## src/rv_core_defines.svh

```systemverilog
`ifndef RV_CORE_DEFINES_SVH
`define RV_CORE_DEFINES_SVH

`define RV_XLEN          32
`define RV_REG_ADDR_W    5

`define RV_IMEM_ADDR_W   8
`define RV_IMEM_DEPTH    256
`define RV_DMEM_ADDR_W   8
`define RV_DMEM_DEPTH    256

// stores here go to the uart, not to memory
`define RV_UART_TX_ADDR  32'h0002_0020

`define RV_NOP_INST      32'h0000_0013

`endif

```

## src/rv_core_pkg.sv

```systemverilog
`include "rv_core_defines.svh"

package rv_core_pkg;

    typedef enum logic [6:0] {
        opc_lui    = 7'b0110111,
        opc_auipc  = 7'b0010111,
        opc_jal    = 7'b1101111,
        opc_jalr   = 7'b1100111,
        opc_branch = 7'b1100011,
        opc_load   = 7'b0000011,
        opc_store  = 7'b0100011,
        opc_op_imm = 7'b0010011,
        opc_op     = 7'b0110011,
        opc_system = 7'b1110011
    } opcode_e;

    typedef enum logic [3:0] {
        alu_add,
        alu_sub,
        alu_sll,
        alu_slt,
        alu_sltu,
        alu_xor,
        alu_srl,
        alu_sra,
        alu_or,
        alu_and,
        alu_pass_b
    } alu_op_e;

    typedef enum logic [1:0] {
        ctrl_idle,
        ctrl_run,
        ctrl_halt
    } ctrl_state_e;

    typedef struct packed {
        logic                       valid;
        logic [`RV_IMEM_ADDR_W-1:0] addr;   // word address
        logic [`RV_XLEN-1:0]        data;
    } prog_write_t;

    typedef struct packed {
        logic                valid;
        logic [`RV_XLEN-1:0] inst;
        logic [`RV_XLEN-1:0] pc;
    } fetch_t;

    typedef struct packed {
        logic                      valid;
        opcode_e                   opcode;
        alu_op_e                   alu_op;
        logic [2:0]                funct3;      // branch condition
        logic [`RV_REG_ADDR_W-1:0] rd;
        logic [`RV_XLEN-1:0]       op_a;        // rs1, or pc for auipc
        logic [`RV_XLEN-1:0]       rs2_val;
        logic [`RV_XLEN-1:0]       imm;
        logic [`RV_XLEN-1:0]       pc;
        logic                      writes_rd;
        logic                      is_ebreak;
    } decoded_t;

    typedef struct packed {
        logic                      valid;
        logic [`RV_REG_ADDR_W-1:0] rd;
        logic [`RV_XLEN-1:0]       data;
    } wb_t;

    typedef struct packed {
        logic                load;
        logic                store;
        logic [`RV_XLEN-1:0] addr;          // byte address
        logic [`RV_XLEN-1:0] data;
    } mem_req_t;

endpackage

```

## src/rv_pipeline_ctrl.sv

```systemverilog
`timescale 1ns/10ps

module rv_pipeline_ctrl (
    input  logic                     clk,
    input  logic                     reset,
    input  logic                     i_start,
    input  rv_core_pkg::prog_write_t i_prog,
    input  logic                     i_jump_taken,
    input  logic                     i_ebreak,
    output logic                     o_imem_we,
    output logic                     o_run,
    output logic                     o_flush,
    output logic                     o_restart,
    output logic                     o_running,
    output logic                     o_halted
);

    import rv_core_pkg::*;

    ctrl_state_e state;
    ctrl_state_e state_next;

    always_comb begin
        state_next = state;
        case (state)
            ctrl_run: begin
                if (i_ebreak && !i_start) begin
                    state_next = ctrl_halt;
                end
            end
            default: begin   // idle or halted
                if (i_start) begin
                    state_next = ctrl_run;
                end
            end
        endcase
    end

    always_ff @(posedge clk) begin
        if (reset) begin
            state <= ctrl_idle;
        end else begin
            state <= state_next;
        end
    end

    assign o_run     = (state == ctrl_run);
    assign o_flush   = i_start || (o_run && (i_jump_taken || i_ebreak));
    assign o_restart = i_start;                          // pc back to 0
    assign o_imem_we = i_prog.valid && !o_run;           // no writes under a live program
    assign o_running = o_run;
    assign o_halted  = (state == ctrl_halt);

endmodule

```

## config.mk

```make
export PLATFORM = sky130hd
export DESIGN_NAME = rv_pipeline_ctrl
export DESIGN_NICKNAME = d
export VERILOG_FILES = /design/src/rv_core_pkg.sv /design/src/rv_pipeline_ctrl.sv
export VERILOG_INCLUDE_DIRS = /design/src
export SDC_FILE = /design/constraint.sdc
export NUM_CORES = 1
export LEC_CHECK = 0
export BUFFER_PORTS_ARGS = -buffer_cell sky130_fd_sc_hd__buf_4
export CORE_AREA = 2 2 39 41
export DETAILED_ROUTE_END_ITERATION = 8
export DIE_AREA = 0 0 41 43
export PLACE_DENSITY = 0.6
export REMOVE_ABC_BUFFERS = 1
export SLEW_MARGIN = 10
export SYNTH_ARGS = -nofsm -noshare
export SYNTH_HDL_FRONTEND = slang
export SYNTH_SLANG_ARGS = --single-unit
```

## constraint.sdc

```tcl
create_clock -name clk -period 0.8 [get_ports clk]
set_input_delay 0.16 -clock clk [delete_from_list [all_inputs] [get_ports clk]]
set_output_delay 0.16 -clock clk [all_outputs]
set_load 0.02 [all_outputs]
```

==> impl_metrics.xml <==
<?xml version="1.0" encoding="UTF-8"?>
<metrics>
  <group name="yosys">
    <metric name="sequential_to_total_area_share_from_yosys_stat" unit="%">33.68</metric>
    <metric name="yosys-top-cells-count" unit="">sky130_fd_sc_hd__nor2_1, sky130_fd_sc_hd__buf_4, sky130_fd_sc_hd__dfxtp_1</metric>
    <metric name="leading_register_cell_type_out_of_synthesis" unit="">sky130_fd_sc_hd__dfxtp_1</metric>
    <metric name="post-synth-top-area-fraction" unit="%">33.68</metric>
    <metric name="syn-instance-count" unit="">15</metric>
    <metric name="yosys-top-cells-area" unit="">sky130_fd_sc_hd__dfxtp_1, sky130_fd_sc_hd__buf_4, sky130_fd_sc_hd__a211oi_2</metric>
    <metric name="number_of_enable_flip_flop_cells_after_synthesis" unit="">0</metric>
    <metric name="synth.cell_area" unit="sq um">118.9</metric>
    <metric name="netlist-cell-type-count" unit="">11</metric>
    <metric name="synth_area_per_cell" unit="sq um">7.924</metric>
    <metric name="synth_largest_area_cell" unit="">sky130_fd_sc_hd__dfxtp_1</metric>
    <metric name="ys_seq_elements" unit="">2</metric>
    <metric name="async_flop_share" unit="%">0</metric>
    <metric name="ys_warn_count" unit="">0</metric>
    <metric name="synth_most_common_cell" unit="">sky130_fd_sc_hd__nor2_1</metric>
  </group>
  <group name="layout">
    <metric name="reg_top3" unit="">state: 2 flops</metric>
    <metric name="antenna-diode-count" unit="">0</metric>
    <metric name="final_cell_count_no_fill" unit="">45</metric>
    <metric name="final.fill_count" unit="">147</metric>
    <metric name="flow.area_growth_from_synthesis" unit="%">130.5</metric>
    <metric name="drive_above_1_share" unit="%">75.86</metric>
    <metric name="largest_register_ff_count" unit="">2</metric>
    <metric name="regMostFlops" unit="">state</metric>
    <metric name="fin_nets" unit="">77</metric>
  </group>
  <group name="setup_path">
    <metric name="crit_path_end_kind" unit="">primary output</metric>
    <metric name="critical_path.reg2reg.startpoint" unit="">state[0]$_SDFFE_PP0P_</metric>
    <metric name="critPathMaxStageDelay" unit="ns">0.30</metric>
    <metric name="worst_path_dominant_cell_family" unit="">flip-flops</metric>
    <metric name="worstSetupPathDepth" unit="">3</metric>
    <metric name="setup_cp_type" unit="">reg2out</metric>
    <metric name="cp_data_arrival_time" unit="ns">0.94</metric>
    <metric name="worst-endpoint-required" unit="ns">0.64</metric>
    <metric name="ff2ff_path_depth" unit="">3</metric>
    <metric name="critical_path.max_fanout" unit="">3</metric>
    <metric name="cp_num_buf_inv" unit="">1</metric>
    <metric name="crit_start" unit="">state[1]$_SDFFE_PP0P_</metric>
    <metric name="crit_path_cell_trace" unit="">nand2b_4 -&gt; o21bai_1 -&gt; buf_4</metric>
    <metric name="crit_path_top_delay_cell" unit="">sky130_fd_sc_hd__dfxtp_2</metric>
    <metric name="cp-start-kind" unit="">flop</metric>
  </group>
  <group name="timing">
    <metric name="max_slew.worst_pin.slew" unit="ns">0.1432</metric>
    <metric name="fin_crit" unit="ns">1.100</metric>
    <metric name="hold_viol_final" unit="">0</metric>
    <metric name="slew_headroom" unit="%">90.38</metric>
    <metric name="report.final.slew_viol_count" unit="">0</metric>
    <metric name="max_freq" unit="MHz">909.1</metric>
    <metric name="final_worst_clock_skew" unit="ns">0.005233</metric>
    <metric name="post-route-period-util" unit="%">137.5</metric>
    <metric name="setup_tns" unit="ns">-1.334</metric>
    <metric name="grt_setup_unrepaired" unit="">yes</metric>
    <metric name="timing.final.setup_violations" unit="">5</metric>
    <metric name="worst_slack" unit="ns">-0.3000</metric>
  </group>
  <group name="run_status">
    <metric name="outcome" unit="">complete, but fails checks</metric>
    <metric name="failed_checks" unit="">setup timing</metric>
  </group>
  <group name="routing">
    <metric name="avgRoutedWirePerCell" unit="microns">7.667</metric>
    <metric name="drt_pre_antenna_iters" unit="">2</metric>
    <metric name="vias_per_cell" unit="">3.356</metric>
    <metric name="drcViolationCount" unit="">0</metric>
    <metric name="drt_wl_total" unit="microns">345</metric>
    <metric name="route.vias.total" unit="">151</metric>
    <metric name="postRouteAntennaNets" unit="">0</metric>
    <metric name="drt-initial-drc-count" unit="">1</metric>
  </group>
  <group name="floorplan">
    <metric name="die-area" unit="sq mm">0.001763</metric>
    <metric name="initial_core_util" unit="%">8.590</metric>
    <metric name="die_x" unit="microns">41</metric>
    <metric name="core_region_area" unit="sq mm">0.001384</metric>
    <metric name="floorplan.die.height" unit="microns">43</metric>
    <metric name="ios" unit="">52</metric>
    <metric name="placement_rows" unit="">14</metric>
  </group>
  <group name="power">
    <metric name="internal-power" unit="mW">0.3429</metric>
    <metric name="part_of_the_power_in_the_clock_network" unit="%">48.6</metric>
    <metric name="seqPwrFrac" unit="%">24.0</metric>
    <metric name="power-per-cell-area" unit="mW/mm^2">1695</metric>
    <metric name="worst_ir_drop_vdd" unit="mV">0.3380</metric>
    <metric name="power.share.combinational" unit="%">27.4</metric>
    <metric name="leakagePower" unit="nW">0.1320</metric>
    <metric name="power_switching_share" unit="%">26.16</metric>
    <metric name="power.net_switching" unit="mW">0.1215</metric>
  </group>
  <group name="global_routing">
    <metric name="grt_overflow_total" unit="">0</metric>
    <metric name="grt.total_usage" unit="%">4.705</metric>
    <metric name="grt_max_degree" unit="">6</metric>
    <metric name="initial_antenna_violation_count" unit="">0</metric>
    <metric name="global_route_wire_length_before_repair" unit="microns">455</metric>
    <metric name="first_global_vias" unit="">144</metric>
  </group>
  <group name="run">
    <metric name="count_of_maximum_capacitance_violations" unit="">0</metric>
  </group>
  <group name="clocking">
    <metric name="clock_tree.root_cell" unit="">sky130_fd_sc_hd__clkbuf_4</metric>
    <metric name="worst_skew_pair.late_latency" unit="ns">0.23</metric>
    <metric name="cts_clk_pin_slew_worst_paths" unit="ns">0.03</metric>
    <metric name="cts_buffer_depth" unit="">2</metric>
    <metric name="numClockSinks" unit="">2</metric>
    <metric name="cts_buffers" unit="">3</metric>
    <metric name="clock_tree_from_tritoncts" unit="">done</metric>
    <metric name="cts.hold.buffers_added" unit="">0</metric>
    <metric name="cts_max_level" unit="">1</metric>
    <metric name="post_cts_buffers" unit="">0</metric>
  </group>
  <group name="placed_design">
    <metric name="dpl.cell_count" unit="">42</metric>
    <metric name="finalWeightedCongestion" unit="">0.4671</metric>
    <metric name="buffer_ports.inserted" unit="">11</metric>
  </group>
  <group name="min_path">
    <metric name="type_of_the_worst_min_delay_path" unit="">in2reg</metric>
    <metric name="hold_start" unit="">reset</metric>
    <metric name="timing.hold.worst_path_depth" unit="">2</metric>
  </group>
</metrics>
==> placed cells by master, fill, tap and decap left out <==
cell type,count
sky130_fd_sc_hd__and2_4,1
sky130_fd_sc_hd__a211oi_2,1
sky130_fd_sc_hd__nor3_1,1
sky130_fd_sc_hd__dfxtp_2,2
sky130_fd_sc_hd__nor2b_1,1
sky130_fd_sc_hd__clkbuf_4,3
sky130_fd_sc_hd__nor2_1,2
sky130_fd_sc_hd__o21bai_1,1
sky130_fd_sc_hd__inv_1,1
sky130_fd_sc_hd__buf_6,4
sky130_fd_sc_hd__nor2_2,1
sky130_fd_sc_hd__a21oi_1,1
sky130_fd_sc_hd__nand2b_4,1
sky130_fd_sc_hd__buf_4,9
==> through the flow <==
step,power [mW],cell area (sq um),hold slack (ns),setup slack (ns),util (%)
2_1_floorplan,0.1533,103.9,0.2246,-0.1782,-
3_3_place_gp,0.2176,221.5,0.3355,-0.1253,16.00
3_5_place_dp,0.2190,221.5,0.3368,-0.1333,16.00
4_1_cts,0.4741,262.8,0.08620,-0.3135,18.99
5_1_grt,0.4971,274.0,0.09659,-0.3433,19.80
6_report,0.4644,274.0,0.1058,-0.3000,19.80
==> final timing paths <==
check / end / slack [ns]
max reg2reg: state[1]$_SDFFE_PP0P_ / 0.07
min reg2reg: state[1]$_SDFFE_PP0P_ / 0.63
max: o_flush / -0.30
min: state[0]$_SDFFE_PP0P_ / 0.11
==> logic make-up after synthesis <==
group / count (synthesis) / synth area share [%]
AOI/OAI and AO/OA: 3 / 21.05
buffers and inverters: 3 / 15.78
DFF: 2 / 33.69
and+or+nand+nor: 7 / 29.48
==> cell type report <==
cell class / count / area (sq um) / share of cell area, %
Clock buffer: 3 / 22.52 / 8.219
Inverter: 1 / 3.754 / 1.370
Multi-Input combinational cell: 10 / 72.57 / 26.48
Sequential cell: 2 / 42.54 / 15.53
Tap cell: 16 / 20.02 / 7.306
Timing Repair Buffer: 13 / 112.6 / 41.10
==> per-layer routing <==
metal / vias to the layer above / track usage [%] / wire length (microns)
met1: 62 / 2.866 / 117
met4: 0 / 8.000 / 0
met3: 0 / 3.141 / 77
met5: - / 0 / 0
met2: 12 / 6.250 / 150
li1: 77 / - / -
==> power by group through the flow <==
stage | Clock [mW] | Combinational [mW] | Sequential (mW)
after CTS | 0.242 | 0.122 | 0.111
after detailed placement | 0 | 0.110 | 0.109
after global placement | 0 | 0.109 | 0.109
after global routing | 0.248 | 0.138 | 0.112
after floorplan | 0 | 0.0431 | 0.110
final | 0.226 | 0.127 | 0.111
==> what timing repair did <==
item                       in CTS  in global routing
setup endpoints to repair       5                  6
resized for setup               5                  4
pin swaps                       1                  2
(Power assumes the default switching activity.)
