===== config.mk =====
export PLATFORM = sky130hd
export DESIGN_NAME = rv_decode
export DESIGN_NICKNAME = d
export VERILOG_FILES = /design/src/rv_core_pkg.sv /design/src/rv_decode.sv
export VERILOG_INCLUDE_DIRS = /design/src
export SDC_FILE = /design/constraint.sdc
export NUM_CORES = 2
export LEC_CHECK = 0
export BUFFER_PORTS_ARGS = -buffer_cell sky130_fd_sc_hd__buf_2
export CAP_MARGIN = 30
export CORE_ASPECT_RATIO = 0.9
export CORE_MARGIN = 2
export CORE_UTILIZATION = 55
export CTS_CLUSTER_SIZE = 40
export DETAILED_ROUTE_END_ITERATION = 12
export GPL_TIMING_DRIVEN = 0
export PLACE_DENSITY = 0.73
export SYNTH_ARGS = -nofsm -noshare
export SYNTH_HDL_FRONTEND = slang
export SYNTH_SLANG_ARGS = --single-unit

===== constraint.sdc =====
create_clock -name clk -period 3.7 [get_ports clk]
set_input_delay 0.74 -clock clk [delete_from_list [all_inputs] [get_ports clk]]
set_output_delay 0.74 -clock clk [all_outputs]
set_load 0.05 [all_outputs]

===== src/rv_core_defines.svh =====
`ifndef RV_CORE_DEFINES_SVH
`define RV_CORE_DEFINES_SVH

`define RV_XLEN          32
`define RV_REG_ADDR_W    5

`define RV_IMEM_ADDR_W   8
`define RV_IMEM_DEPTH    256
`define RV_DMEM_ADDR_W   8
`define RV_DMEM_DEPTH    256

// stores here go to the uart, not to memory
`define RV_UART_TX_ADDR  32'h0002_0020

`define RV_NOP_INST      32'h0000_0013

`endif


===== src/rv_core_pkg.sv =====
`include "rv_core_defines.svh"

package rv_core_pkg;

    typedef enum logic [6:0] {
        opc_lui    = 7'b0110111,
        opc_auipc  = 7'b0010111,
        opc_jal    = 7'b1101111,
        opc_jalr   = 7'b1100111,
        opc_branch = 7'b1100011,
        opc_load   = 7'b0000011,
        opc_store  = 7'b0100011,
        opc_op_imm = 7'b0010011,
        opc_op     = 7'b0110011,
        opc_system = 7'b1110011
    } opcode_e;

    typedef enum logic [3:0] {
        alu_add,
        alu_sub,
        alu_sll,
        alu_slt,
        alu_sltu,
        alu_xor,
        alu_srl,
        alu_sra,
        alu_or,
        alu_and,
        alu_pass_b
    } alu_op_e;

    typedef enum logic [1:0] {
        ctrl_idle,
        ctrl_run,
        ctrl_halt
    } ctrl_state_e;

    typedef struct packed {
        logic                       valid;
        logic [`RV_IMEM_ADDR_W-1:0] addr;   // word address
        logic [`RV_XLEN-1:0]        data;
    } prog_write_t;

    typedef struct packed {
        logic                valid;
        logic [`RV_XLEN-1:0] inst;
        logic [`RV_XLEN-1:0] pc;
    } fetch_t;

    typedef struct packed {
        logic                      valid;
        opcode_e                   opcode;
        alu_op_e                   alu_op;
        logic [2:0]                funct3;      // branch condition
        logic [`RV_REG_ADDR_W-1:0] rd;
        logic [`RV_XLEN-1:0]       op_a;        // rs1, or pc for auipc
        logic [`RV_XLEN-1:0]       rs2_val;
        logic [`RV_XLEN-1:0]       imm;
        logic [`RV_XLEN-1:0]       pc;
        logic                      writes_rd;
        logic                      is_ebreak;
    } decoded_t;

    typedef struct packed {
        logic                      valid;
        logic [`RV_REG_ADDR_W-1:0] rd;
        logic [`RV_XLEN-1:0]       data;
    } wb_t;

    typedef struct packed {
        logic                load;
        logic                store;
        logic [`RV_XLEN-1:0] addr;          // byte address
        logic [`RV_XLEN-1:0] data;
    } mem_req_t;

endpackage


===== src/rv_decode.sv =====
`timescale 1ns/10ps
`include "rv_core_defines.svh"

module rv_decode (
    input  logic                  clk,
    input  logic                  reset,
    input  logic                  i_run,
    input  logic                  i_flush,
    input  rv_core_pkg::fetch_t   i_fetch,
    input  rv_core_pkg::wb_t      i_wb,
    output rv_core_pkg::decoded_t o_dec
);

    import rv_core_pkg::*;

    logic [`RV_XLEN-1:0]       regs [1:31];   // x0 is not stored
    logic [`RV_XLEN-1:0]       inst;
    logic [`RV_REG_ADDR_W-1:0] rs1;
    logic [`RV_REG_ADDR_W-1:0] rs2;
    logic [2:0]                funct3;
    logic [6:0]                funct7;
    opcode_e                   opcode;
    logic [`RV_XLEN-1:0]       imm_i;
    logic [`RV_XLEN-1:0]       imm_s;
    logic [`RV_XLEN-1:0]       imm_b;
    logic [`RV_XLEN-1:0]       imm_u;
    logic [`RV_XLEN-1:0]       imm_j;
    alu_op_e                   arith_op;
    logic                      arith_ok;
    logic                      known;
    decoded_t                  dec_next;

    // register read with bypass from the execute stage
    function automatic logic [`RV_XLEN-1:0] read_reg(input logic [`RV_REG_ADDR_W-1:0] idx);
        if (idx == '0) begin
            return '0;
        end else if (i_wb.valid && (i_wb.rd == idx)) begin
            return i_wb.data;
        end
        return regs[idx];
    endfunction

    assign inst   = i_fetch.inst;
    assign rs1    = inst[19:15];
    assign rs2    = inst[24:20];
    assign funct3 = inst[14:12];
    assign funct7 = inst[31:25];
    assign opcode = opcode_e'(inst[6:0]);

    assign imm_i = {{20{inst[31]}}, inst[31:20]};
    assign imm_s = {{20{inst[31]}}, inst[31:25], inst[11:7]};
    assign imm_b = {{19{inst[31]}}, inst[31], inst[7], inst[30:25], inst[11:8], 1'b0};
    assign imm_u = {inst[31:12], 12'h000};
    assign imm_j = {{11{inst[31]}}, inst[31], inst[19:12], inst[20], inst[30:21], 1'b0};

    always_comb begin
        case (funct3)
            3'b000:  arith_op = (opcode == opc_op && funct7[5]) ? alu_sub : alu_add;
            3'b001:  arith_op = alu_sll;
            3'b010:  arith_op = alu_slt;
            3'b011:  arith_op = alu_sltu;
            3'b100:  arith_op = alu_xor;
            3'b101:  arith_op = funct7[5] ? alu_sra : alu_srl;
            3'b110:  arith_op = alu_or;
            default: arith_op = alu_and;
        endcase
        // funct7 only matters for shifts, and for every register form
        if (funct3 == 3'b001) begin
            arith_ok = (funct7 == 7'b0000000);
        end else if (funct3 == 3'b101) begin
            arith_ok = (funct7 == 7'b0000000) || (funct7 == 7'b0100000);
        end else if (opcode == opc_op) begin
            arith_ok = (funct7 == 7'b0000000) || (funct3 == 3'b000 && funct7 == 7'b0100000);
        end else begin
            arith_ok = 1'b1;
        end
    end

    always_comb begin
        dec_next           = '0;
        dec_next.opcode    = opcode;
        dec_next.alu_op    = alu_add;
        dec_next.funct3    = funct3;
        dec_next.rd        = inst[11:7];
        dec_next.op_a      = read_reg(rs1);
        dec_next.rs2_val   = read_reg(rs2);
        dec_next.imm       = imm_i;
        dec_next.pc        = i_fetch.pc;
        dec_next.writes_rd = 1'b0;
        dec_next.is_ebreak = 1'b0;
        known              = 1'b1;
        case (opcode)
            opc_lui: begin
                dec_next.alu_op    = alu_pass_b;
                dec_next.imm       = imm_u;
                dec_next.writes_rd = 1'b1;
            end
            opc_auipc: begin
                dec_next.op_a      = i_fetch.pc;
                dec_next.imm       = imm_u;
                dec_next.writes_rd = 1'b1;
            end
            opc_jal: begin
                dec_next.imm       = imm_j;
                dec_next.writes_rd = 1'b1;
            end
            opc_jalr: begin
                known              = (funct3 == 3'b000);
                dec_next.writes_rd = 1'b1;
            end
            opc_branch: begin
                dec_next.imm = imm_b;
                known        = (funct3[2:1] != 2'b01);
            end
            opc_load: begin
                known              = (funct3 == 3'b010);   // lw only
                dec_next.writes_rd = 1'b1;
            end
            opc_store: begin
                dec_next.imm = imm_s;
                known        = (funct3 == 3'b010);         // sw only
            end
            opc_op_imm, opc_op: begin
                dec_next.alu_op    = arith_op;
                dec_next.writes_rd = 1'b1;
                known              = arith_ok;
            end
            opc_system: begin
                dec_next.is_ebreak = (inst == 32'h0010_0073);
                known              = dec_next.is_ebreak;
            end
            default: known = 1'b0;
        endcase
        dec_next.valid = i_fetch.valid && known;   // unknown words become bubbles
    end

    always_ff @(posedge clk) begin
        if (i_wb.valid) begin
            regs[i_wb.rd] <= i_wb.data;   // rd is never 0 here
        end
    end

    always_ff @(posedge clk) begin
        if (i_run) begin
            o_dec <= dec_next;
        end
        if (reset || i_flush) begin
            o_dec.valid <= 1'b0;
        end
    end

endmodule


==> metrics.md <==
| Metric | Value |
|---|---|
| Main synth FF type | `edfxtp_1` |
| VDD IR max | `approximately 430 uV` |
| Layout Area Growth over Synthesis | `15.8%` |
| Final nets | `3320` |
| Slew Limit Headroom | `between 10% and 20%` |
| Hold path depth | `2` |
| Core area | `approximately 0.095 mm2` |
| # DRC | `0` |
| Endpoints failing setup | `3` |
| Pwr Density | `492 mW/mm2` |
| Die height | `297 um` |
| Proportion of layout cells with a drive suffix above 1 | `between 30 and 40%` |
| DRT Wirelength | `196000 um` |
| DR vias | `approximately 35k` |
| Hold_sp | `i_flush` |
| FFs w/ async S/R, synth | `0%` |
| Critical R2R Launch | `regs[19][1]` |
| Arr. time, crit path | `roughly 4300 ps` |
| Worst slack, placed | `-727 ps` |
| FF-to-FF path depth | `5` |
| Initial DRC count | `just under 7k` |
| GRT overflow | `0` |
| Cell Area, Synth | `between 0.05 and 0.06 mm2` |
| Vias in the first global route | `between 30k and 40k` |
| Number of fillers in the final layout | `approximately 6.4k` |
| Avg Inst Size Synth | `about 19 um2` |
| Final clock period utilization by the worst path | `104%` |
| Setup TNS | `-300 ps` |
| GPL Wtd Cong | `1.03` |
| Post-CTS Resized | `0` |
| Final setup margin | `-154 ps` |
| FP Rows | `between 100 and 150` |
| Fmax | `around 260 MHz` |
| CTS Buf Count | `around 120` |
| Die span in x | `between 300 and 400 um` |
| Routed Antenna Nets | `0` |
| Syn Inst Count | `roughly 2.8k` |
| All-Layer GR Usage | `about 40%` |
| Outcome | `finished, violations left` |
| Synth cell types | `a little over 60` |
| Port-buffer cells | `~240` |
| Tot Pwr | `between 0.02 and 0.03 W` |
| Largest net degree at the start of global routing | `~110` |
| Vias/cell | `approximately 7.6` |
| Max cap viols | `0` |
| Post-synthesis sequential area ratio | `~66%` |
| Crit path kind | `in -> reg` |
| Number of enable flip-flop cells after synthesis | `~1.1k` |
| Mapped Nets | `~2.9k` |
| Wire per inst | `approximately 43 um` |
| #FFs+latches synth | `~1.1k` |
| Commonest non-fill, non-tap cell in the layout | `edfxtp_1` |
| Die area | `0.0976 mm2` |
| Critical Path Fanout Max | `10` |
| Clk slew on worst S/H paths | `60 ps` |
| Lkg Pwr | `approximately 20 nW` |
| Final Skew | `about 36 ps` |
| Worst Setup End Kind | `register` |
| Clock Tree Buf Depth | `3` |
| Most frequent cells in the layout | `1141 x edfxtp_1, 474 x mux4_2, 293 x buf_2, 146 x mux2i_1, 138 x a21oi_1` |
| Clk sink count | `around 1.1k` |
| Antenna violations before repair | `19` |
| H-tree depth | `3` |
| Slew @ Worst Pin | `approximately 1200 ps` |
| Failing checks | `setup timing` |
| Final Hold Viols | `0` |
| Kind of start point of the critical path | `primary input` |
| Flop2flop setup slack | `between 800 and 900 ps` |
| Root buffer cell | `clkbuf_16` |
| Hold WC Path Type | `in -> reg` |
| Pre-antenna DRT Iters | `9` |
| Clock period minus worst slack | `a little under 4000 ps` |
| FF-to-FF End | `o_dec[67]` |
| CTS tree | `built` |
| DP Wirelength | `around 130000 um` |
| Hold Path End | `o_dec[149]` |
| IO Count | `257` |
| First-pass GRT wire length | `~260000 um` |
| Unrepaired setup endpoints after global routing | `false` |
| Initial Utilization | `a little under three fifths` |
| Worst EP required | `approximately 4200 ps` |
| Hold_buf cts | `0` |
| Worst-Skew Late Latency | `approximately 740 ps` |
| Max Slew Vio Count | `0` |
| Count of warnings emitted by yosys | `0` |
| WHS | `around 170 ps` |
[power breakdown]
group / switching (W) / total (W) / internal (W)
combinational: 0.00248 / 0.00362 / 0.00113
sequential: 0.0000977 / 0.0147 / 0.0146
clock: 0.00509 / 0.0116 / 0.00646
total: 0.00768 / 0.0298 / 0.0222
[metrics by stage]
| stage | utilization [%] | instances | instance area, um2 |
|---|---|---|---|
| 2_1_floorplan | - | 2768 | 52300 |
| 3_5_place_dp | 60.1 | 4339 | 56800 |
| 3_3_place_gp | 58.3 | 4265 | 55100 |
| 5_1_grt | 64.1 | 4567 | 60600 |
| 6_report | 64.1 | 4573 | 60600 |
| 4_1_cts | 63.9 | 4553 | 60400 |
[worst max-delay path, cell delays in order]
cell and delay [ps]:
clkbuf_1 510, xor2_1 520, nor4_1 190, nand3_2 320
clkbuf_1 850, nand3_1 640, o221ai_1 460, nand2_1 90
[layout make-up]
type | instances | area, um2 | area share (%)
clock inverter | 77 | 637 | 1.05
sequential | 1142 | 34300 | 56.6
timing repair buffer | 329 | 2810 | 4.64
clock buffer | 138 | 3010 | 4.96
buffer | 217 | 1250 | 2.06
inverter | 5 | 18.8 | 0.0310
antenna | 9 | 22.5 | 0.0372
tap | 1253 | 1570 | 2.59
multi-input combinational | 1403 | 17000 | 28.1
[cells in the mapped netlist, drive strengths merged, types with 8 or more instances]
| cell type | n | area share (%) |
|---|---|---|
| nor2b | 28 | 0.33 |
| mux2i | 146 | 2.8 |
| a211oi | 38 | 0.55 |
| nand2 | 99 | 0.71 |
| nor3 | 16 | 0.15 |
| o221ai | 15 | 0.25 |
| a22o | 16 | 0.27 |
| nand2b | 10 | 0.12 |
| nor2 | 122 | 0.88 |
| nand3 | 27 | 0.27 |
| o21ai | 33 | 0.32 |
| buf | 124 | 1.7 |
| a22oi | 70 | 1.0 |
| mux4 | 474 | 20 |
| mux2 | 19 | 0.41 |
| o22ai | 11 | 0.13 |
| edfxtp | 1141 | 65 |
| nand3b | 8 | 0.11 |
| a2111oi | 15 | 0.26 |
| o211a | 8 | 0.15 |
| a21oi | 138 | 1.3 |
| clkbuf | 94 | 0.67 |
| o211ai | 22 | 0.32 |
| a21o | 26 | 0.37 |
[what timing repair did]
item / 4_1_cts / 5_1_grt
setup buffers: 0 / 0
setup endpoints to repair: 1 / 0
hold endpoints to repair: 0 / 0
[routing by layer]
layer	GRT usage [%]	vias up	wire length, um
met5	3.66	-	681
met4	23.1	24	14400
met3	20.8	852	36800
met2	55.9	3749	82200
met1	50.3	17455	61900
li1	-	12660	-
[flip-flops by register name (all words and copies together) (netlist names)]
name and count:
regs 992, o_dec 150
[logic make-up (layout without fill, tap and decap cells)]
family | after synthesis | after routing | share of synthesized area [%]
muxes | 639 | 639 | 23.6
and+or+nand+nor | 341 | 341 | 3.00
other | 0 | 9 | 0
AOI/OAI and AO/OA | 412 | 412 | 5.26
xor gates and xnor gates | 11 | 11 | 0.184
buffers and inverters | 223 | 766 | 2.42
DFF | 1142 | 1142 | 65.5
[worst max-delay path by stage]
stage	start	to	depth (start not counted)
6_report	i_wb[33]	o_dec[99]	8
5_1_grt	i_wb[33]	o_dec[99]	8
4_1_cts	i_fetch[50]	o_dec[126]	10
3_5_place_dp	i_fetch[48]	o_dec[126]	10
3_3_place_gp	i_wb[33]	regs[12][11]	4
2_1_floorplan	i_wb[37]	regs[28][0]	4
Note: power is estimated with default switching activity, not from simulation.
